[config.mk]
export PLATFORM = sky130hd
export DESIGN_NAME = spart_top
export DESIGN_NICKNAME = d
export VERILOG_FILES = /design/src/verilog/spart_pkg.sv /design/src/verilog/spart_baud_gen.sv /design/src/verilog/spart_regs.sv /design/src/verilog/spart_rx.sv /design/src/verilog/spart_top.sv /design/src/verilog/spart_tx.sv
export SDC_FILE = /design/constraint.sdc
export NUM_CORES = 1
export LEC_CHECK = 0
export BUFFER_PORTS_ARGS = -buffer_cell sky130_fd_sc_hd__buf_4
export CAP_MARGIN = 5
export CELL_PAD_IN_SITES_DETAIL_PLACEMENT = 0
export CELL_PAD_IN_SITES_GLOBAL_PLACEMENT = 2
export CORE_MARGIN = 10
export CORE_UTILIZATION = 32
export DETAILED_ROUTE_END_ITERATION = 8
export PLACE_DENSITY = 0.84
export SLEW_MARGIN = 20
export SYNTH_ARGS = -nofsm -noshare
export SYNTH_HDL_FRONTEND = slang
export SYNTH_SLANG_ARGS = --single-unit
[constraint.sdc]
create_clock -name clk -period 2.2 [get_ports clk]
set_input_delay 0.44 -clock clk [delete_from_list [all_inputs] [get_ports clk]]
set_output_delay 0.44 -clock clk [all_outputs]
set_load 0.005 [all_outputs]
[src/verilog/spart_pkg.sv]
// SPART shared definitions: register map, status and receive structs, frame constants

package spart_pkg;

   //////////////////////////////////////////////////
   // Frame and divisor
   //////////////////////////////////////////////////

   // Default baud divisor width
   localparam int DIV_WIDTH_DEFAULT = 16;

   // Start bit, eight data bits, one stop bit
   localparam int FRAME_BITS = 10;

   //////////////////////////////////////////////////
   // APB register map
   //////////////////////////////////////////////////

   localparam logic [7:0] ADDR_DATA   = 8'h00;
   localparam logic [7:0] ADDR_STATUS = 8'h04;
   localparam logic [7:0] ADDR_DIV    = 8'h08;

   // Divisor value out of reset
   localparam logic [15:0] DIV_RESET = 16'h0010;

   // Status word, tbr lands in bit 0
   typedef struct packed {
      logic rda;
      logic tbr;
   } spart_status_t;

   // Received byte with its available flag
   typedef struct packed {
      logic       valid;
      logic [7:0] data;
   } spart_rx_t;

endpackage

[src/verilog/spart_baud_gen.sv]
// SPART baud generator: programmable down-counter giving one tick per bit period
`timescale 1ns/1ps

module spart_baud_gen
   import spart_pkg::*;
#(
   parameter int DIV_WIDTH = DIV_WIDTH_DEFAULT
)
(
   input  logic                 clk,
   input  logic                 rst_n,
   input  logic [DIV_WIDTH-1:0] divisor,
   input  logic                 trmt,
   output logic                 baud_full
);

   //////////////////////////////////////////////////
   // Period counter
   //////////////////////////////////////////////////

   // Counts divisor down to zero, so divisor+1 clocks per bit
   logic [DIV_WIDTH-1:0] cnt;

   // Tick on expiry
   assign baud_full = (cnt == '0);

   // Starts at all ones so no tick right after reset
   // Transmit strobe realigns the period to the frame start
   always_ff @(posedge clk or negedge rst_n)
   begin
      if (!rst_n)
      begin
         cnt <= '1;
      end
      else if (trmt || baud_full)
      begin
         // Reload for the next bit
         cnt <= divisor;
      end
      else
      begin
         cnt <= cnt - 1'b1;
      end
   end

endmodule

[src/verilog/spart_regs.sv]
// SPART APB register block: divisor, transmit strobe, received data and status
`timescale 1ns/1ps

module spart_regs
   import spart_pkg::*;
#(
   parameter int DIV_WIDTH = DIV_WIDTH_DEFAULT
)
(
   input  logic                 clk,
   input  logic                 rst_n,
   input  logic                 psel,
   input  logic                 penable,
   input  logic                 pwrite,
   input  logic [7:0]           paddr,
   input  logic [31:0]          pwdata,
   output logic [31:0]          prdata,
   output logic                 pready,
   output logic                 pslverr,
   input  logic                 tx_done,
   input  spart_rx_t            rx,
   output logic                 trmt,
   output logic [7:0]           tx_data,
   output logic [DIV_WIDTH-1:0] divisor,
   output logic                 rx_ack
);

   logic          access;
   logic          wr_en;
   logic          rd_en;
   logic          sel_data;
   logic          sel_status;
   logic          sel_div;
   spart_status_t status;

   //////////////////////////////////////////////////
   // APB decode
   //////////////////////////////////////////////////

   // Access cycle only, no wait states
   assign access = psel & penable;
   assign wr_en  = access & pwrite;
   assign rd_en  = access & ~pwrite;
   assign pready = 1'b1;

   assign sel_data   = (paddr == ADDR_DATA);
   assign sel_status = (paddr == ADDR_STATUS);
   assign sel_div    = (paddr == ADDR_DIV);

   // Error on anything outside the map
   assign pslverr = access & ~(sel_data | sel_status | sel_div);

   //////////////////////////////////////////////////
   // Transmit and receive handshakes
   //////////////////////////////////////////////////

   // Write to DATA while busy is dropped
   assign trmt    = wr_en & sel_data & tx_done;
   // Shifter captures the byte on the strobe
   assign tx_data = pwdata[7:0];
   // Reading DATA consumes the byte
   assign rx_ack  = rd_en & sel_data;

   //////////////////////////////////////////////////
   // Divisor register
   //////////////////////////////////////////////////

   always_ff @(posedge clk or negedge rst_n)
   begin
      if (!rst_n)
         divisor <= DIV_WIDTH'(DIV_RESET);
      else if (wr_en && sel_div)
         divisor <= pwdata[DIV_WIDTH-1:0];
   end

   //////////////////////////////////////////////////
   // Read mux
   //////////////////////////////////////////////////

   assign status.tbr = tx_done;
   assign status.rda = rx.valid;

   always_comb
   begin
      prdata = '0;
      if (rd_en)
      begin
         if (sel_data)
            prdata = {24'h0, rx.data};
         else if (sel_status)
            prdata = {30'h0, status};
         else if (sel_div)
            prdata = 32'(divisor);
      end
   end

endmodule

[src/verilog/spart_rx.sv]
// SPART receiver: start detection, mid-bit sampling and a one-byte holding register
`timescale 1ns/1ps

module spart_rx
   import spart_pkg::*;
#(
   parameter int DIV_WIDTH = DIV_WIDTH_DEFAULT
)
(
   input  logic                 clk,
   input  logic                 rst_n,
   input  logic                 rxd,
   input  logic [DIV_WIDTH-1:0] divisor,
   input  logic                 rx_ack,
   output spart_rx_t            rx
);

   typedef enum logic [1:0] {RX_IDLE, RX_START, RX_SHIFT} rx_state_t;

   localparam int CNT_W = $clog2(FRAME_BITS);

   rx_state_t            state;
   rx_state_t            nxt_state;
   logic                 rxd_meta;
   logic                 rxd_sync;
   logic                 rxd_prev;
   logic                 start_edge;
   logic [DIV_WIDTH-1:0] period_cnt;
   logic                 sample;
   logic [CNT_W-1:0]     bit_cnt;
   logic                 last_bit;
   logic                 frame_done;
   logic [7:0]           shift_reg;
   logic                 rx_valid;
   logic [7:0]           rx_data;

   //////////////////////////////////////////////////
   // Input synchronizer and edge detect
   //////////////////////////////////////////////////

   // Idle line is high
   always_ff @(posedge clk or negedge rst_n)
   begin
      if (!rst_n)
      begin
         rxd_meta <= 1'b1;
         rxd_sync <= 1'b1;
         rxd_prev <= 1'b1;
      end
      else
      begin
         rxd_meta <= rxd;
         rxd_sync <= rxd_meta;
         rxd_prev <= rxd_sync;
      end
   end

   assign start_edge = rxd_prev & ~rxd_sync;

   //////////////////////////////////////////////////
   // Sample timing
   //////////////////////////////////////////////////

   // Half period in idle, full period after each sample
   always_ff @(posedge clk or negedge rst_n)
   begin
      if (!rst_n)
         period_cnt <= '0;
      else if (state == RX_IDLE)
         period_cnt <= divisor >> 1;
      else if (sample)
         period_cnt <= divisor;
      else
         period_cnt <= period_cnt - 1'b1;
   end

   assign sample     = (period_cnt == '0);
   // Ninth sample after start is the stop bit
   assign last_bit   = (bit_cnt == CNT_W'(FRAME_BITS - 2));
   assign frame_done = (state == RX_SHIFT) & sample & last_bit;

   //////////////////////////////////////////////////
   // State machine
   //////////////////////////////////////////////////

   always_ff @(posedge clk or negedge rst_n)
   begin
      if (!rst_n)
         state <= RX_IDLE;
      else
         state <= nxt_state;
   end

   always_comb
   begin
      nxt_state = state;
      case (state)
         RX_IDLE:
            if (start_edge)
               nxt_state = RX_START;
         RX_START:
            // Glitch shorter than half a bit goes back to idle
            if (sample)
               nxt_state = rxd_sync ? RX_IDLE : RX_SHIFT;
         RX_SHIFT:
            if (frame_done)
               nxt_state = RX_IDLE;
         default:
            nxt_state = RX_IDLE;
      endcase
   end

   // Data bits arrive LSB first
   always_ff @(posedge clk or negedge rst_n)
   begin
      if (!rst_n)
         bit_cnt <= '0;
      else if (state != RX_SHIFT)
         bit_cnt <= '0;
      else if (sample)
         bit_cnt <= bit_cnt + 1'b1;
   end

   always_ff @(posedge clk)
   begin
      if (state == RX_SHIFT && sample && !last_bit)
         shift_reg <= {rxd_sync, shift_reg[7:1]};
   end

   //////////////////////////////////////////////////
   // Holding register
   //////////////////////////////////////////////////

   // Low stop bit drops the frame; new byte wins over ack
   always_ff @(posedge clk or negedge rst_n)
   begin
      if (!rst_n)
         rx_valid <= 1'b0;
      else if (frame_done && rxd_sync)
         rx_valid <= 1'b1;
      else if (rx_ack)
         rx_valid <= 1'b0;
   end

   always_ff @(posedge clk)
   begin
      if (frame_done && rxd_sync)
         rx_data <= shift_reg;
   end

   assign rx.valid = rx_valid;
   assign rx.data  = rx_data;

endmodule

[src/verilog/spart_top.sv]
// SPART top level: APB register block, baud generator, transmitter and receiver
`timescale 1ns/1ps

module spart_top
   import spart_pkg::*;
#(
   parameter int DIV_WIDTH = DIV_WIDTH_DEFAULT
)
(
   input  logic        clk,
   input  logic        rst_n,
   input  logic        psel,
   input  logic        penable,
   input  logic        pwrite,
   input  logic [7:0]  paddr,
   input  logic [31:0] pwdata,
   output logic [31:0] prdata,
   output logic        pready,
   output logic        pslverr,
   input  logic        rxd,
   output logic        txd
);

   // Register block side
   logic                 trmt;
   logic [7:0]           tx_data;
   logic [DIV_WIDTH-1:0] divisor;
   logic                 rx_ack;
   // Serial engine side
   logic                 baud_full;
   logic                 tx_done;
   spart_rx_t            rx;

   spart_regs #(
      .DIV_WIDTH (DIV_WIDTH)
   ) u_regs (
      .clk     (clk),
      .rst_n   (rst_n),
      .psel    (psel),
      .penable (penable),
      .pwrite  (pwrite),
      .paddr   (paddr),
      .pwdata  (pwdata),
      .prdata  (prdata),
      .pready  (pready),
      .pslverr (pslverr),
      .tx_done (tx_done),
      .rx      (rx),
      .trmt    (trmt),
      .tx_data (tx_data),
      .divisor (divisor),
      .rx_ack  (rx_ack)
   );

   //////////////////////////////////////////////////
   // Transmit path
   //////////////////////////////////////////////////

   spart_baud_gen #(
      .DIV_WIDTH (DIV_WIDTH)
   ) u_baud_gen (
      .clk       (clk),
      .rst_n     (rst_n),
      .divisor   (divisor),
      .trmt      (trmt),
      .baud_full (baud_full)
   );

   spart_tx u_tx (
      .clk       (clk),
      .rst_n     (rst_n),
      .in_data   (tx_data),
      .trmt      (trmt),
      .baud_full (baud_full),
      .tx_out    (txd),
      .tx_done   (tx_done)
   );

   //////////////////////////////////////////////////
   // Receive path
   //////////////////////////////////////////////////

   // Own period timing from the same divisor
   spart_rx #(
      .DIV_WIDTH (DIV_WIDTH)
   ) u_rx (
      .clk     (clk),
      .rst_n   (rst_n),
      .rxd     (rxd),
      .divisor (divisor),
      .rx_ack  (rx_ack),
      .rx      (rx)
   );

endmodule

[src/verilog/spart_tx.sv]
// SPART transmitter: loads a byte on the strobe and shifts out an 8N1 frame
`timescale 1ns/1ps

module spart_tx
   import spart_pkg::*;
(
   input  logic       clk,
   input  logic       rst_n,
   input  logic [7:0] in_data,
   input  logic       trmt,
   input  logic       baud_full,
   output logic       tx_out,
   output logic       tx_done
);

   typedef enum logic {TX_IDLE, TX_SEND} tx_state_t;

   localparam int CNT_W = $clog2(FRAME_BITS);

   tx_state_t        state;
   tx_state_t        nxt_state;
   logic [8:0]       shift_reg;
   logic [CNT_W-1:0] bit_cntr;
   logic             in_transmit;
   logic             bit_tick;
   logic             frame_end;

   // One shift per baud tick, only while sending
   assign bit_tick  = in_transmit & baud_full;
   // Tenth tick closes the frame
   assign frame_end = bit_tick & (bit_cntr == CNT_W'(FRAME_BITS - 1));

   //////////////////////////////////////////////////
   // Bit counter
   //////////////////////////////////////////////////

   always_ff @(posedge clk or negedge rst_n)
   begin
      if (!rst_n)
         bit_cntr <= '0;
      else if (trmt)
         bit_cntr <= '0;
      else if (bit_tick)
         bit_cntr <= bit_cntr + 1'b1;
   end

   //////////////////////////////////////////////////
   // Shifter
   //////////////////////////////////////////////////

   // Byte plus start bit in bit 0, ones fill from the top as stop/idle
   always_ff @(posedge clk or negedge rst_n)
   begin
      if (!rst_n)
         shift_reg <= 9'h1ff;
      else if (trmt)
         shift_reg <= {in_data, 1'b0};
      else if (bit_tick)
         shift_reg <= {1'b1, shift_reg[8:1]};
   end

   assign tx_out = shift_reg[0];

   //////////////////////////////////////////////////
   // State machine
   //////////////////////////////////////////////////

   always_ff @(posedge clk or negedge rst_n)
   begin
      if (!rst_n)
         state <= TX_IDLE;
      else
         state <= nxt_state;
   end

   always_comb
   begin
      // Defaults
      nxt_state   = state;
      in_transmit = 1'b0;
      case (state)
         TX_IDLE:
            if (trmt)
               nxt_state = TX_SEND;
         TX_SEND:
         begin
            in_transmit = 1'b1;
            if (frame_end)
               nxt_state = TX_IDLE;
         end
         default:
            nxt_state = TX_IDLE;
      endcase
   end

   // Buffer busy from strobe until the frame is out
   always_ff @(posedge clk or negedge rst_n)
   begin
      if (!rst_n)
         tx_done <= 1'b1;
      else if (trmt)
         tx_done <= 1'b0;
      else if (frame_end)
         tx_done <= 1'b1;
   end

endmodule
-- Word-level counts from Yosys, hierarchy flattened
Index checks and enable logic that the tools add are counted.
- add/subtract/negate cells: 4
- eq/ne operators: 10
- mux-type cells: 26
- bitwise gates (word level): 18
- reductions and logical operators: 15
- operator list (kind ; count):
    2-to-1 mux 32 bit ; 3
    2-to-1 mux 16 bit ; 4
    logical NOT 16 bit ; 2
    subtractor 16 x 1 -> 16 bit (second input constant) ; 2
    2-to-1 mux 9 bit ; 2
    2-to-1 mux 4 bit ; 4
    AND 1 bit ; 12
    adder 4 x 1 -> 4 bit (second input constant) ; 2
    equality test 4 bit (second input constant) ; 2
    equality test 8 x 3 -> 1 bit (second input constant) ; 1
    equality test 8 x 4 -> 1 bit (second input constant) ; 1
    logical NOT 8 bit ; 1
    2-to-1 mux 2 bit ; 4
    nonzero test 2 bit ; 4
    2-to-1 mux 1 bit ; 7
    != test 2 x 1 -> 1 bit (second input constant) ; 3
    one-hot mux 2 bit (3 select lines) ; 1
    logical AND 1 bit ; 4
    NOT 1 bit ; 4
    AND reduction 3 bit ; 1
    equality test 2 x 1 -> 1 bit (second input constant) ; 1
    equality test 2 bit (second input constant) ; 1
    logical NOT 2 bit ; 1
    != test 2 bit (second input constant) ; 1
    other kinds (4) ; 5
- register bits: 89
- input bits: 46
- output and inout bits: 35
- logic and storage cells: 88

-- Depth between registers and ports, before layout
Gate-level depths: netlist (run 1).
- depth after elaboration: 6
- gate-level depth with buffers: 9
- depth with buffers taken out: 7

-- Hierarchy
From an unflattened synthesis (run 1), not the netlist that was laid out.
- cells, all modules: 453
- area, all modules: 4782.1 um2
- by module, submodules not included (module ; times used ; cells an instance ; area each (um2) ; seq. area each (um2)):
    spart_rx ; 1 ; 188 ; 2003.2 ; 1134.8
    spart_regs ; 1 ; 108 ; 1141.1 ; 401.6
    spart_baud_gen ; 1 ; 92 ; 939.7 ; 420.4
    spart_tx ; 1 ; 65 ; 698.2 ; 387.9

-- Least setup slack after synthesis (run 1)
No wires, ideal clock.
- path type: register to register
- start point: reg u_rx.period_cnt[2]
- end point: reg u_rx.shift_reg[0] (enable)
- setup time: 383 ps
- arrival time: 2059 ps
- required time: 1817 ps
- slack: -242 ps
- stages on the path, launching flop included: 7
- buffers on the path: 2
- period minus slack after synthesis: 2442 ps
- cells stage by stage: dfrtp_1 -> buf_6 -> nor4_4 -> nand2_2 -> or3_1 -> buf_6 -> nor3_1
- longest elaborated chain between the ends: 3
- ends and longest elaborated chain (element ; line ; text):
    start: declaration ; spart_rx.sv:28 ; logic [DIV_WIDTH-1:0] period_cnt;
    start signal: assignment ; spart_rx.sv:70 ; period_cnt <= divisor >> 1;
    start signal: assignment ; spart_rx.sv:72 ; period_cnt <= divisor;
    start signal: assignment ; spart_rx.sv:74 ; period_cnt <= period_cnt - 1'b1;
    logical NOT 16 bit ; spart_rx.sv:77 ; assign sample = (period_cnt == '0);
    logical AND 1 bit (2 in a row) ; spart_rx.sv:126 ; if (state == RX_SHIFT && sample && !last_bit)
    end signal: assignment ; spart_rx.sv:127 ; shift_reg <= {rxd_sync, shift_reg[7:1]};
    end: declaration ; spart_rx.sv:33 ; logic [7:0] shift_reg;
Every way passes these cells.
A chain may end at the register's enable or synchronous reset.

-- Final worst setup path (run 1)
- start point: in paddr[5]
- end point: out prdata[6]
- longest elaborated chain between the ends: 5
- elaborated cells between the ends (all ways): 7
- classes of those cells: eq/ne (2); mux (4); reduce/logical (1)
- ends and longest elaborated chain (element ; line ; text):
    start: declaration ; spart_top.sv:15 ; input logic [7:0] paddr,
    equality test 8 x 4 -> 1 bit ; spart_regs.sv:48 ; assign sel_div = (paddr == ADDR_DIV);
    2-to-1 mux 16 bit ; spart_regs.sv:92 ; else if (sel_div)
    2-to-1 mux 32 bit ; spart_regs.sv:90 ; else if (sel_status)
    2-to-1 mux 32 bit (*) ; spart_regs.sv:88 ; if (sel_data)
    2-to-1 mux 32 bit (*) ; spart_regs.sv:86 ; if (rd_en)
    end: declaration ; spart_top.sv:17 ; output logic [31:0] prdata,
Mark *: on every way between the ends. The rest lies on a longest branch, timed or not.

==> results of run 1 <==
cells by family after synthesis:
family | count (synthesis) | share of synthesized area
muxes | 18 | 0.05124
other | 2 | 0.001619
xor gates and xnor gates | 24 | 0.04531
AOI/OAI and AO/OA | 95 | 0.1203
and+or+nand+nor | 171 | 0.1934
DFF | 89 | 0.5054
adders and majority gates | 8 | 0.02158
buffers and inverters | 44 | 0.06122
cell usage in the layout (no fill, tap or decap), drive strengths merged, types with 10 or more instances in the layout:
| cell type | instances |
|---|---|
| buf | 70 |
| dfrtp | 43 |
| conb | 17 |
| nor3 | 10 |
| dfstp | 30 |
| clkbuf | 10 |
| nand2 | 64 |
| o21ai | 49 |
| xnor2 | 18 |
| edfxtp | 16 |
| nor2 | 36 |
| and2 | 11 |
| inv | 12 |
| a21oi | 14 |
| mux2 | 16 |
per-stage QoR:
step	hold slack, ps	power [mW]
floorplan	144.4	3.115
detailed placement	334.2	3.542
CTS	188.7	5.107
global route	194.2	5.402
finish	208.0	5.061
global placement	331.4	3.514
timing repair:
| action | CTS | global route |
|---|---|---|
| hold buffers | 1 | 0 |
| pin swaps | 5 | 4 |
| cloned | 1 | 0 |
| setup buffers | 1 | 0 |
| endpoints found under the hold margin | 15 | 0 |
| setup endpoints to repair | 14 | 37 |
| gates resized for setup | 4 | 9 |
layer usage:
layer | track usage | vias up | part of all wire
met4 | 0.03750 | 0 | 0.0090
met2 | 0.1697 | 96 | 0.43
met5 | 0 | - | 0
met3 | 0.03279 | 10 | 0.056
li1 | - | 1675 | -
met1 | 0.1595 | 1671 | 0.50
final cells by class:
cell class,count,area (um2)
tap,180,225.2
fill,1367,8403
clock inverter,6,65.06
inverter,10,37.54
multi-input combinational,334,2112
clock buffer,10,229.0
timing repair buffer,71,625.6
sequential,89,2345
critical path: cells and delay by family:
kind            cells  cell delay [ps]
buf+inv             2              210
compound gates      1              190
simple gates        4             1200
final timing paths:
check | cells past startpoint | start | endpoint | slack [ps]
max in group asynchronous | 3 | rst_n | u_baud_gen.cnt[1] | 1060
min | 1 | rxd | u_rx.rxd_meta | 210
max | 7 | paddr[5] | prdata[6] | -270
min in group asynchronous | 2 | rst_n | u_rx.period_cnt[9] | 520
max reg2reg | 5 | u_rx.period_cnt[10] | u_rx.rx_data[2] | 90
min reg2reg | 0 | u_rx.rxd_meta | u_rx.rxd_sync | 350
power by group through the flow:
stage          Combinational, mW  Clock [mW]  Sequential [mW]
4_1_cts                     1.39        1.58             2.13
2_1_floorplan              0.999           0             2.12
5_1_grt                     1.59        1.64             2.17
6_report                    1.40        1.53             2.14
3_3_place_gp                1.36           0             2.15
3_5_place_dp                1.38           0             2.16
==> metrics.txt, run 1 <==
# TYPE chip_impl_metric gauge
chip_impl_metric{name="layout.core_utilization",unit=""} 0.4016
chip_impl_metric{name="syn_area_per_cell",unit="um2"} 10.29
chip_impl_metric{name="critPathMaxFanout",unit=""} 7
chip_impl_metric{name="post_synth_instance_area",unit="um2"} 4639
chip_impl_metric{name="detailed_place.area",unit="um2"} 5266
chip_impl_metric{name="buffer_ports.inserted",unit=""} 47
chip_impl_metric{name="antenna_found_initial",unit=""} 0
chip_impl_metric{name="drtIter0Drc",unit=""} 185
chip_impl_metric{name="skew",unit="ps"} 6.905
chip_impl_metric{name="synth_cells",unit=""} 451
chip_impl_metric{name="core.rowCount",unit=""} 43
chip_impl_metric{name="gr-total-overflow",unit=""} 0
chip_impl_metric{name="number_of_global_route_vias_before_repair",unit=""} 3575
chip_impl_metric{name="worst_slew_margin_rel",unit=""} 0.5538
chip_impl_metric{name="synth.yosys.seq_area_share",unit=""} 0.5054
chip_impl_metric{name="finalMaxSlewViolations",unit=""} 0
chip_impl_metric{name="synth_enable_flop_cells",unit=""} 16
chip_impl_metric{name="place_congestion",unit=""} 0.8481
chip_impl_metric{name="irDropWorstVdd",unit="V"} 0.0005787
chip_impl_info{name="netlist_top_cells_count",value="sky130_fd_sc_hd__nand2_1 (62), sky130_fd_sc_hd__o21ai_0 (49), sky130_fd_sc_hd__dfrtp_1 (43)"} 1
chip_impl_metric{name="timing_limited_maximum_frequency",unit="MHz"} 404.2
chip_impl_metric{name="place_worst_setup_slack",unit="ps"} -344.5
chip_impl_metric{name="grt_start_max_net_pins",unit=""} 38
chip_impl_info{name="cts_tree",value="built"} 1
chip_impl_metric{name="die_height",unit="um"} 140.4
chip_impl_metric{name="drtAntennaViolNets",unit=""} 0
chip_impl_metric{name="clk_transition_reported_paths",unit="ps"} 60
chip_impl_metric{name="floorplan.die_area",unit="um2"} 19720
chip_impl_metric{name="final_area",unit="um2"} 5639
chip_impl_metric{name="tightestPinTransition",unit="ps"} 666.8
chip_impl_metric{name="cellInternalPower",unit="mW"} 3.446
chip_impl_metric{name="synth_seq_cells",unit=""} 89
chip_impl_info{name="worstSetupPathType",value="primary input to output pin"} 1
chip_impl_metric{name="clockPowerShare",unit=""} 0.302
chip_impl_metric{name="finalNetCount",unit=""} 569
chip_impl_metric{name="gr-usage-all-layers",unit=""} 0.1158
chip_impl_info{name="ys_top_cells_by_area",value="sky130_fd_sc_hd__dfrtp_1 (23%), sky130_fd_sc_hd__dfstp_2 (17%), sky130_fd_sc_hd__edfxtp_1 (10%)"} 1
chip_impl_info{name="critPathLaunchType",value="primary input"} 1
chip_impl_metric{name="h-tree-depth",unit=""} 3
chip_impl_metric{name="synthArstFlopShare",unit=""} 0.8202
chip_impl_metric{name="detailed_place_hpwl",unit="mm"} 8.050
chip_impl_metric{name="num_antenna_cells",unit=""} 0
chip_impl_info{name="cts_root_buffer",value="sky130_fd_sc_hd__clkbuf_16"} 1
chip_impl_info{name="synth_flop_cell",value="sky130_fd_sc_hd__dfrtp_1"} 1
chip_impl_info{name="series_of_cell_instances_along_the_critical_path",value="buf_6 -> or4_4 -> nor3_4 -> and3b_2 -> and3_4 -> a22o_1 -> buf_4"} 1
chip_impl_metric{name="final_min_period_over_clock_period",unit=""} 1.124
chip_impl_metric{name="p_comb_frac",unit=""} 0.276
chip_impl_info{name="reg_top3",value="u_baud_gen.cnt (16), u_regs.divisor (16), u_rx.period_cnt (16)"} 1
chip_impl_metric{name="timing.final.crit_period",unit="ps"} 2474
chip_impl_metric{name="clk_path_buf_depth",unit=""} 2
chip_impl_metric{name="area.growth.synth_to_final",unit="%"} 21.55
chip_impl_metric{name="grt_first_pass_wirelength",unit="mm"} 18.76
chip_impl_metric{name="cts_sinks",unit=""} 89
chip_impl_metric{name="post-place-cells",unit=""} 681
chip_impl_metric{name="via_count_of_the_routed_design",unit=""} 3452
chip_impl_metric{name="clk-insertion-delay-late",unit="ps"} 340
chip_impl_info{name="critPathCaptureType",value="output pin"} 1
chip_impl_metric{name="yosys.cell_types.count",unit=""} 58
chip_impl_info{name="yosys.area.top_type",value="sky130_fd_sc_hd__dfrtp_1"} 1
chip_impl_metric{name="finalSetupViolations",unit=""} 15
chip_impl_metric{name="floorplan.initialDensity",unit=""} 0.3304
chip_impl_metric{name="relative_contribution_of_sequential_cells_to_total_power",unit=""} 0.422
chip_impl_metric{name="drc",unit=""} 0
chip_impl_metric{name="swShare",unit=""} 0.3192
chip_impl_metric{name="p_leak",unit="nW"} 2.377
chip_impl_metric{name="tns",unit="ps"} -3506
chip_impl_metric{name="max-cap-violations",unit=""} 0
chip_impl_info{name="worstHoldPathType",value="primary input to flop"} 1
chip_impl_metric{name="proportion_of_netlist_area_held_by_the_largest_area_contributor",unit=""} 0.2319
chip_impl_metric{name="critPathArrivalTime",unit="ps"} 2030
chip_impl_metric{name="setup_slack",unit="ps"} -273.9
chip_impl_metric{name="synth.yosys.warnings",unit=""} 0
chip_impl_metric{name="hold_viol_final",unit=""} 0
chip_impl_metric{name="post_route_cells_drive_above_1_share",unit=""} 0.2981
chip_impl_metric{name="power.switching",unit="mW"} 1.616
chip_impl_metric{name="worstPathRequired",unit="ps"} 1760
chip_impl_info{name="status",value="finished with violations"} 1
chip_impl_info{name="synthMostInstantiatedCell",value="sky130_fd_sc_hd__nand2_1"} 1
chip_impl_info{name="unrepaired_setup_endpoints_after_global_routing",value="yes"} 1
chip_impl_metric{name="cts_inserted_buffers",unit=""} 9
chip_impl_info{name="failed_checks",value="setup timing"} 1
chip_impl_info{name="crit_path_top_delay_cell",value="sky130_fd_sc_hd__or4_4"} 1
chip_impl_metric{name="wl_per_cell",unit="um"} 15.99
chip_impl_metric{name="ios",unit=""} 81
chip_impl_metric{name="power_density",unit="nW/um2"} 897.5
chip_impl_metric{name="final-instance-count-excl-fill",unit=""} 700
chip_impl_metric{name="drt_wl_total",unit="mm"} 11.19
chip_impl_metric{name="die_w",unit="um"} 140.4
chip_impl_metric{name="vias_per_cell",unit=""} 4.931
chip_impl_metric{name="coreArea",unit="um2"} 14040
chip_impl_metric{name="firstDrtPassIters",unit=""} 4
chip_impl_metric{name="critical_path_s_largest_stage_delay",unit="ps"} 530
Note: power is estimated with default switching activity, not from simulation.
==> inputs of run 2 (changes only) <==
--- a/config.mk
+++ b/config.mk
@@ -13,6 +13,7 @@
 export CORE_UTILIZATION = 32
 export DETAILED_ROUTE_END_ITERATION = 8
 export PLACE_DENSITY = 0.84
+export REMOVE_ABC_BUFFERS = 1
 export SLEW_MARGIN = 20
 export SYNTH_ARGS = -nofsm -noshare
 export SYNTH_HDL_FRONTEND = slang
==> run 2 against run 1 <==
Highest routed layer unchanged. Clock power rose by 3%. Power rose by 0.85%. Wire length rose by 1.1%. Non-clock buffer count rose by 4. The flow still finishes with violations (setup timing). Cell count rose by 0.71%. Via count fell by 0.72%. Clock skew rose by 1.5 ps. First-iteration DRC count rose by 21%.
==> metrics.txt, run 2 (synthesis gave the netlist of run 1 again) <==
# TYPE chip_impl_metric gauge
chip_impl_info{name="status",value="finished with violations"} 1
chip_impl_info{name="failed_checks",value="setup timing"} 1
chip_impl_metric{name="coreArea",unit="um2"} 14040
chip_impl_metric{name="vias_per_cell",unit=""} 4.861
chip_impl_metric{name="reg2reg_slack",unit="ps"} 180
chip_impl_info{name="cts_root_buffer",value="sky130_fd_sc_hd__clkbuf_16"} 1
chip_impl_metric{name="worstPathRequired",unit="ps"} 1760
chip_impl_info{name="critPathLaunchType",value="primary input"} 1
chip_impl_metric{name="h-tree-depth",unit=""} 3
chip_impl_metric{name="worst-path-buf-inv",unit=""} 2
chip_impl_metric{name="place_worst_setup_slack",unit="ps"} -331.2
chip_impl_metric{name="setup_slack",unit="ps"} -262.0
chip_impl_metric{name="final_min_period_over_clock_period",unit=""} 1.119
chip_impl_metric{name="gr-usage-all-layers",unit=""} 0.1188
chip_impl_metric{name="place_congestion",unit=""} 0.8322
chip_impl_metric{name="buffer_ports.inserted",unit=""} 47
chip_impl_metric{name="layout.core_utilization",unit=""} 0.4020
chip_impl_metric{name="finalSetupViolations",unit=""} 16
chip_impl_metric{name="irDropWorstVdd",unit="V"} 0.0005913
chip_impl_metric{name="firstDrtPassIters",unit=""} 4
chip_impl_metric{name="drtAntennaViolNets",unit=""} 0
chip_impl_metric{name="clk-insertion-delay-late",unit="ps"} 350
chip_impl_metric{name="finalNetCount",unit=""} 573
chip_impl_metric{name="gr-total-overflow",unit=""} 0
chip_impl_metric{name="floorplan.die_area",unit="um2"} 19720
chip_impl_metric{name="critPathArrivalTime",unit="ps"} 2020
chip_impl_info{name="series_of_cell_instances_along_the_critical_path",value="buf_6 -> or4_4 -> nor3_4 -> and3b_2 -> and3_4 -> a22o_1 -> buf_4"} 1
chip_impl_metric{name="tns",unit="ps"} -3460
chip_impl_metric{name="timing_limited_maximum_frequency",unit="MHz"} 406.2
chip_impl_metric{name="die_w",unit="um"} 140.4
chip_impl_metric{name="clk_path_buf_depth",unit=""} 2
chip_impl_metric{name="grt_start_max_net_pins",unit=""} 44
chip_impl_metric{name="drtIter0Drc",unit=""} 223
chip_impl_metric{name="number_of_global_route_vias_before_repair",unit=""} 3601
chip_impl_info{name="final_common_cell",value="sky130_fd_sc_hd__buf_4"} 1
chip_impl_info{name="mostFrequentLayoutCells",value="sky130_fd_sc_hd__buf_4 (66), sky130_fd_sc_hd__nand2_1 (62), sky130_fd_sc_hd__o21ai_0 (49)"} 1
chip_impl_metric{name="critical_path_s_largest_stage_delay",unit="ps"} 530
chip_impl_metric{name="core.rowCount",unit=""} 43
chip_impl_info{name="critPathCaptureType",value="output pin"} 1
chip_impl_info{name="crit_path_top_delay_cell",value="sky130_fd_sc_hd__or4_4"} 1
chip_impl_metric{name="timing.final.crit_period",unit="ps"} 2462
chip_impl_info{name="cpLargestDelayFamily",value="simple AND/OR/NAND/NOR gates"} 1
chip_impl_metric{name="cts_inserted_buffers",unit=""} 9
chip_impl_info{name="worstHoldPathType",value="primary input to asynchronous set/reset pin"} 1
chip_impl_metric{name="worst_hold_slack",unit="ps"} 94.36
chip_impl_info{name="cts_tree",value="built"} 1
chip_impl_metric{name="area.growth.synth_to_final",unit="%"} 21.68
chip_impl_metric{name="ios",unit=""} 81
chip_impl_metric{name="floorplan.initialDensity",unit=""} 0.3304
chip_impl_metric{name="drc",unit=""} 0
chip_impl_metric{name="via_count_of_the_routed_design",unit=""} 3427
chip_impl_metric{name="cts_sinks",unit=""} 89
chip_impl_metric{name="p_leak",unit="nW"} 2.392
chip_impl_metric{name="hold_viol_final",unit=""} 0
chip_impl_metric{name="tightestPinTransition",unit="ps"} 584.0
chip_impl_metric{name="grt_first_pass_wirelength",unit="mm"} 18.98
chip_impl_metric{name="finalMaxSlewViolations",unit=""} 0
chip_impl_metric{name="drt_wl_total",unit="mm"} 11.31
chip_impl_metric{name="antenna_found_initial",unit=""} 1
chip_impl_metric{name="max-cap-violations",unit=""} 0
chip_impl_metric{name="detailed_place_hpwl",unit="mm"} 8.042
chip_impl_info{name="worstSetupPathType",value="primary input to output pin"} 1
chip_impl_metric{name="post_route_cells_drive_above_1_share",unit=""} 0.3073
chip_impl_info{name="reg_top3",value="u_baud_gen.cnt (16), u_regs.divisor (16), u_rx.period_cnt (16)"} 1
chip_impl_metric{name="worst_slew_margin_rel",unit=""} 0.6107
chip_impl_info{name="unrepaired_setup_endpoints_after_global_routing",value="yes"} 1
chip_impl_metric{name="power_density",unit="nW/um2"} 904.1
chip_impl_metric{name="skew",unit="ps"} 8.394
chip_impl_metric{name="wl_per_cell",unit="um"} 16.04
chip_impl_metric{name="die_height",unit="um"} 140.4
chip_impl_metric{name="critPathMaxFanout",unit=""} 8
chip_impl_metric{name="power",unit="mW"} 5.104
chip_impl_metric{name="clk_transition_reported_paths",unit="ps"} 70
run 2: changes by cell type in the layout (fill, tap and decap cells not counted), sizes merged:
| cell | delta |
|---|---|
| clkinv | -2 |
| clkinvlp | +1 |
| inv | +1 |
| buf | +5 |
| diode | +1 |
| dlygate4sd3 | -1 |
run 2: path summary, 6_finish.rpt:
| check | start | endpoint | cells after the start |
|---|---|---|---|
| max | paddr[5] | prdata[2] | 7 |
| min | rst_n | u_regs.divisor[7] | 1 |
| max reg2reg | u_rx.period_cnt[9] | u_rx.shift_reg[7] | 5 |
| min reg2reg | u_rx.rxd_meta | u_rx.rxd_sync | 0 |
| max in group asynchronous | rst_n | u_baud_gen.cnt[2] | 2 |
| min in group clk | rxd | u_rx.rxd_meta | 1 |
run 2: where the power goes:
group / internal, mW / switching [mW] / total [mW]
registers: 1.91 / 0.222 / 2.14
logic: 0.632 / 0.754 / 1.39
clock network: 0.897 / 0.685 / 1.58
total: 3.44 / 1.66 / 5.10
run 2: layer usage:
metal  part of all wire  track usage
met3              0.084      0.04801
met2               0.44       0.1778
met1               0.46       0.1546
met5                  0            0
met4              0.012      0.03098
run 2: timing repair:
action / 4_1_cts / 5_1_grt
setup buffers: 2 / 1
endpoints found under the setup margin: 14 / 24
cloned: 1 / 0
gates resized for setup: 12 / 2
pin swaps: 6 / 1
hold buffers: 0 / 0
run 2: metrics by stage:
stage | std cells | area (um2)
after floorplan | 432 | 4449
after global placement | 684 | 5253
after detailed placement | 684 | 5253
after CTS | 703 | 5625
after global routing | 705 | 5645
final | 705 | 5645
run 2: final cells by class:
cell class / count / area, um2
sequential: 89 / 2345
timing repair buffer: 75 / 631.9
tap: 180 / 225.2
fill: 1409 / 8397
antenna: 1 / 2.502
clock buffer: 10 / 229.0
inverter: 10 / 37.54
multi-input combinational: 334 / 2101
clock inverter: 6 / 73.82
run 2: worst register-to-register path: stages, from the launching register on:
cell and delay [ps]:
sky130_fd_sc_hd__dfrtp_1 420, sky130_fd_sc_hd__or3_1 390, sky130_fd_sc_hd__nand2b_4 170, sky130_fd_sc_hd__or3_4 380, sky130_fd_sc_hd__nor3_2 190, sky130_fd_sc_hd__buf_4 200
==> inputs of run 3 (changes only) <==
--- a/config.mk
+++ b/config.mk
@@ -10,11 +10,12 @@
 export CELL_PAD_IN_SITES_DETAIL_PLACEMENT = 0
 export CELL_PAD_IN_SITES_GLOBAL_PLACEMENT = 2
 export CORE_MARGIN = 10
-export CORE_UTILIZATION = 32
+export CORE_UTILIZATION = 33
 export DETAILED_ROUTE_END_ITERATION = 8
-export PLACE_DENSITY = 0.84
+export PLACE_DENSITY = 0.85
 export REMOVE_ABC_BUFFERS = 1
 export SLEW_MARGIN = 20
 export SYNTH_ARGS = -nofsm -noshare
 export SYNTH_HDL_FRONTEND = slang
+export SYNTH_HIERARCHICAL = 1
 export SYNTH_SLANG_ARGS = --single-unit
==> run 3 against run 2 <==
The flow now finishes without violations. Clock power down 7%. Wire length up 0.64%. Power down 2.2%. Sequential share of layout area down 0.16 points. Combinational power down 6%. Worst hold slack worse by 30 ps. First-iteration DRC count down 20%. Worst setup slack better by 340 ps. Via count about the same. Synthesized area up 3.1%. Cell count down 0.99%. Critical endpoint is now u_tx/bit_cntr[1]. Largest power group unchanged. Highest routed layer unchanged.
==> metrics.txt, run 3 <==
# TYPE chip_impl_metric gauge
chip_impl_metric{name="place_worst_setup_slack",unit="ps"} -46.58
chip_impl_metric{name="cts_inserted_buffers",unit=""} 9
chip_impl_metric{name="clk-insertion-delay-late",unit="ps"} 340
chip_impl_metric{name="wl_per_cell",unit="um"} 16.31
chip_impl_metric{name="worstPathRequired",unit="ps"} 2440
chip_impl_metric{name="timing_limited_maximum_frequency",unit="MHz"} 472.0
chip_impl_metric{name="final_area",unit="um2"} 5667
chip_impl_metric{name="grt_start_max_net_pins",unit=""} 38
chip_impl_metric{name="ios",unit=""} 81
chip_impl_metric{name="hold_viol_final",unit=""} 0
chip_impl_metric{name="swShare",unit=""} 0.3247
chip_impl_metric{name="power",unit="mW"} 4.994
chip_impl_metric{name="timing.final.crit_period",unit="ps"} 2119
chip_impl_metric{name="drtIter0Drc",unit=""} 178
chip_impl_metric{name="p_comb_frac",unit=""} 0.261
chip_impl_metric{name="place_congestion",unit=""} 0.8128
chip_impl_info{name="mostFrequentLayoutCells",value="sky130_fd_sc_hd__buf_4 (74), sky130_fd_sc_hd__nor2_1 (56), sky130_fd_sc_hd__dfrtp_1 (43)"} 1
chip_impl_metric{name="cts_hold_buf",unit=""} 0
chip_impl_metric{name="max-cap-violations",unit=""} 0
chip_impl_metric{name="detailed_place.area",unit="um2"} 5331
chip_impl_metric{name="post_route_cells_drive_above_1_share",unit=""} 0.3263
chip_impl_metric{name="skew",unit="ps"} 5.416
chip_impl_metric{name="gr-usage-all-layers",unit=""} 0.1166
chip_impl_metric{name="relative_contribution_of_sequential_cells_to_total_power",unit=""} 0.445
chip_impl_metric{name="rr_worst_depth",unit=""} 10
chip_impl_metric{name="final_min_period_over_clock_period",unit=""} 0.9631
chip_impl_metric{name="finalSetupViolations",unit=""} 0
chip_impl_metric{name="setup_slack",unit="ps"} 81.19
chip_impl_metric{name="floorplan.initialDensity",unit=""} 0.3406
chip_impl_info{name="cts_root_buffer",value="sky130_fd_sc_hd__clkbuf_16"} 1
chip_impl_info{name="critPathCaptureType",value="flop"} 1
chip_impl_metric{name="clockPowerShare",unit=""} 0.294
chip_impl_metric{name="floorplan.die_area",unit="um2"} 19710
chip_impl_metric{name="grt_first_pass_wirelength",unit="mm"} 18.77
chip_impl_info{name="worstSetupPathType",value="flop to flop"} 1
chip_impl_metric{name="gr-total-overflow",unit=""} 0
chip_impl_metric{name="finalNetCount",unit=""} 566
chip_impl_info{name="yosys.area.top_type",value="sky130_fd_sc_hd__dfrtp_1"} 1
chip_impl_metric{name="clk_path_buf_depth",unit=""} 2
chip_impl_metric{name="synthXorXnorAreaFrac",unit=""} 0.04029
chip_impl_metric{name="drc",unit=""} 0
chip_impl_metric{name="worst_slew_margin_rel",unit=""} 0.6657
chip_impl_metric{name="synthArstFlopShare",unit=""} 0.8202
chip_impl_metric{name="h-tree-depth",unit=""} 3
chip_impl_metric{name="synth.area.mux_share",unit=""} 0.08346
chip_impl_metric{name="syn_area_per_cell",unit="um2"} 10.56
chip_impl_metric{name="p_leak",unit="nW"} 2.527
chip_impl_info{name="critPathLaunchType",value="flop"} 1
chip_impl_metric{name="num_antenna_cells",unit=""} 0
chip_impl_metric{name="antenna_found_initial",unit=""} 0
chip_impl_metric{name="clk_transition_reported_paths",unit="ps"} 70
chip_impl_metric{name="finalMaxSlewViolations",unit=""} 0
chip_impl_metric{name="layout.core_utilization",unit=""} 0.4035
chip_impl_info{name="synth_top_family_by_area",value="simple AND/OR/NAND/NOR gates"} 1
chip_impl_info{name="netlist_top_cells_count",value="sky130_fd_sc_hd__nor2_1 (56), sky130_fd_sc_hd__dfrtp_1 (43), sky130_fd_sc_hd__nand2_1 (38)"} 1
chip_impl_metric{name="cts_sinks",unit=""} 89
chip_impl_metric{name="proportion_of_netlist_area_held_by_the_largest_area_contributor",unit=""} 0.2250
chip_impl_metric{name="cellInternalPower",unit="mW"} 3.373
chip_impl_info{name="status",value="finished, final reports clean"} 1
chip_impl_metric{name="synth_enable_flop_cells",unit=""} 16
chip_impl_metric{name="synth.yosys.warnings",unit=""} 6
chip_impl_info{name="unrepaired_setup_endpoints_after_global_routing",value="no"} 1
chip_impl_metric{name="synth_fa_ha_area_frac",unit=""} 0.01832
chip_impl_metric{name="vias_per_cell",unit=""} 4.913
chip_impl_metric{name="power_density",unit="nW/um2"} 881.3
chip_impl_metric{name="drtAntennaViolNets",unit=""} 0
chip_impl_info{name="ys_top_cells_by_area",value="sky130_fd_sc_hd__dfrtp_1 (23%), sky130_fd_sc_hd__dfstp_2 (16%), sky130_fd_sc_hd__edfxtp_1 (10%)"} 1
chip_impl_metric{name="area.growth.synth_to_final",unit="%"} 18.50
chip_impl_metric{name="buffer_ports.inserted",unit=""} 47
chip_impl_metric{name="tns",unit="ps"} 0
chip_impl_info{name="final_common_cell",value="sky130_fd_sc_hd__buf_4"} 1
chip_impl_metric{name="firstDrtPassIters",unit=""} 4
chip_impl_metric{name="power.switching",unit="mW"} 1.622
chip_impl_metric{name="synth_cells",unit=""} 453
chip_impl_metric{name="synth_compound_gate_area_share",unit=""} 0.1033
chip_impl_metric{name="post_synth_instance_area",unit="um2"} 4782
chip_impl_metric{name="die_w",unit="um"} 140.4
chip_impl_info{name="synthMostInstantiatedCell",value="sky130_fd_sc_hd__nor2_1"} 1
chip_impl_info{name="cts_tree",value="built"} 1
chip_impl_metric{name="number_of_global_route_vias_before_repair",unit=""} 3552
chip_impl_metric{name="tightestPinTransition",unit="ps"} 501.4
chip_impl_metric{name="synth_seq_cells",unit=""} 89
chip_impl_metric{name="critPathArrivalTime",unit="ps"} 2360
chip_impl_metric{name="synth_simple_gate_area_frac",unit=""} 0.1910
chip_impl_metric{name="coreArea",unit="um2"} 14040
chip_impl_info{name="worstHoldPathType",value="primary input to asynchronous set/reset pin"} 1
chip_impl_metric{name="die_height",unit="um"} 140.4
chip_impl_info{name="synth_flop_cell",value="sky130_fd_sc_hd__dfrtp_1"} 1
chip_impl_metric{name="irDropWorstVdd",unit="V"} 0.0004931
chip_impl_metric{name="yosys.cell_types.count",unit=""} 67
chip_impl_metric{name="via_count_of_the_routed_design",unit=""} 3429
chip_impl_metric{name="detailed_place_hpwl",unit="mm"} 8.214
chip_impl_metric{name="core.rowCount",unit=""} 43
chip_impl_metric{name="synth.yosys.seq_area_share",unit=""} 0.4903
chip_impl_info{name="reg_top3",value="u_baud_gen/cnt (16), u_regs/divisor (16), u_rx/period_cnt (16)"} 1
chip_impl_metric{name="critPathMaxFanout",unit=""} 8
chip_impl_metric{name="drt_wl_total",unit="mm"} 11.38
## run 3: kinds of logic (layout without fill, tap and decap cells)
group,after synthesis,after routing
AND/OR/NAND/NOR,170,170
flip-flops,89,89
AO/OA/AOI/OAI,76,76
buffers and inverters,53,103
multiplexers,34,34
XOR/XNOR,22,22
adder cells (fa/ha/maj),7,7
other,2,17
## run 3: final cells by class
type / count / area [um2]
well taps: 180 / 225.2
clock inverters: 5 / 38.79
multi-input cells: 326 / 2193
inverters: 12 / 45.04
repair buffers: 75 / 575.6
fillers: 1373 / 8376
flip-flops and latches: 89 / 2345
clock buffers: 11 / 244.0
## run 3: worst paths after layout
path                                   startpoint             endpoint  slack [ps]
worst min-delay path                        rst_n  u_rx/period_cnt[10]          60
worst max register to register  u_baud_gen/cnt[0]     u_tx/bit_cntr[1]          80
worst min register to register      u_rx/rxd_meta        u_rx/rxd_sync         360
min in group clk                              rxd        u_rx/rxd_meta         200
max in group asynchronous                   rst_n    u_baud_gen/cnt[8]        1410
worst max-delay path            u_baud_gen/cnt[0]     u_tx/bit_cntr[1]          80
## run 3: critical path: stages (launching register included)
cell                       delay (ps)
sky130_fd_sc_hd__dfstp_2          380
sky130_fd_sc_hd__inv_1             70
sky130_fd_sc_hd__ha_2             180
sky130_fd_sc_hd__nor3b_4          200
sky130_fd_sc_hd__and3_4           210
sky130_fd_sc_hd__nand2_2           80
sky130_fd_sc_hd__nor3_2           220
sky130_fd_sc_hd__buf_4            170
sky130_fd_sc_hd__and2_4           210
sky130_fd_sc_hd__nor2_1            50
sky130_fd_sc_hd__a211oi_1         250
## run 3: stage by stage
step	hold WS, ps	cells
after detailed placement	348.4	680
final	64.47	698
after global routing	90.36	698
after global placement	346.2	680
after CTS	70.57	696
after floorplan	144.4	427
## run 3: per-layer routing
layer  track usage  up-vias  wire [um]
li1              -     1664          -
met1        0.1555     1646       5524
met2        0.1727      104       4839
met3       0.04023       15        861
met4       0.03587        0        156
met5             0        -          0
## run 3: power groups by stage
stage	logic, mW	registers (mW)	clock network [mW]
after floorplan	0.909	2.17	0
after global placement	1.26	2.22	0
after detailed placement	1.28	2.23	0
after CTS	1.29	2.20	1.52
after global routing	1.47	2.26	1.58
final	1.31	2.22	1.47
## run 3: timing repair
| item | 4_1_cts | 5_1_grt |
|---|---|---|
| setup buffers | 0 | 2 |
| pin swaps | 0 | 4 |
| gates resized for setup | 3 | 10 |
| setup endpoints to repair | 5 | 40 |
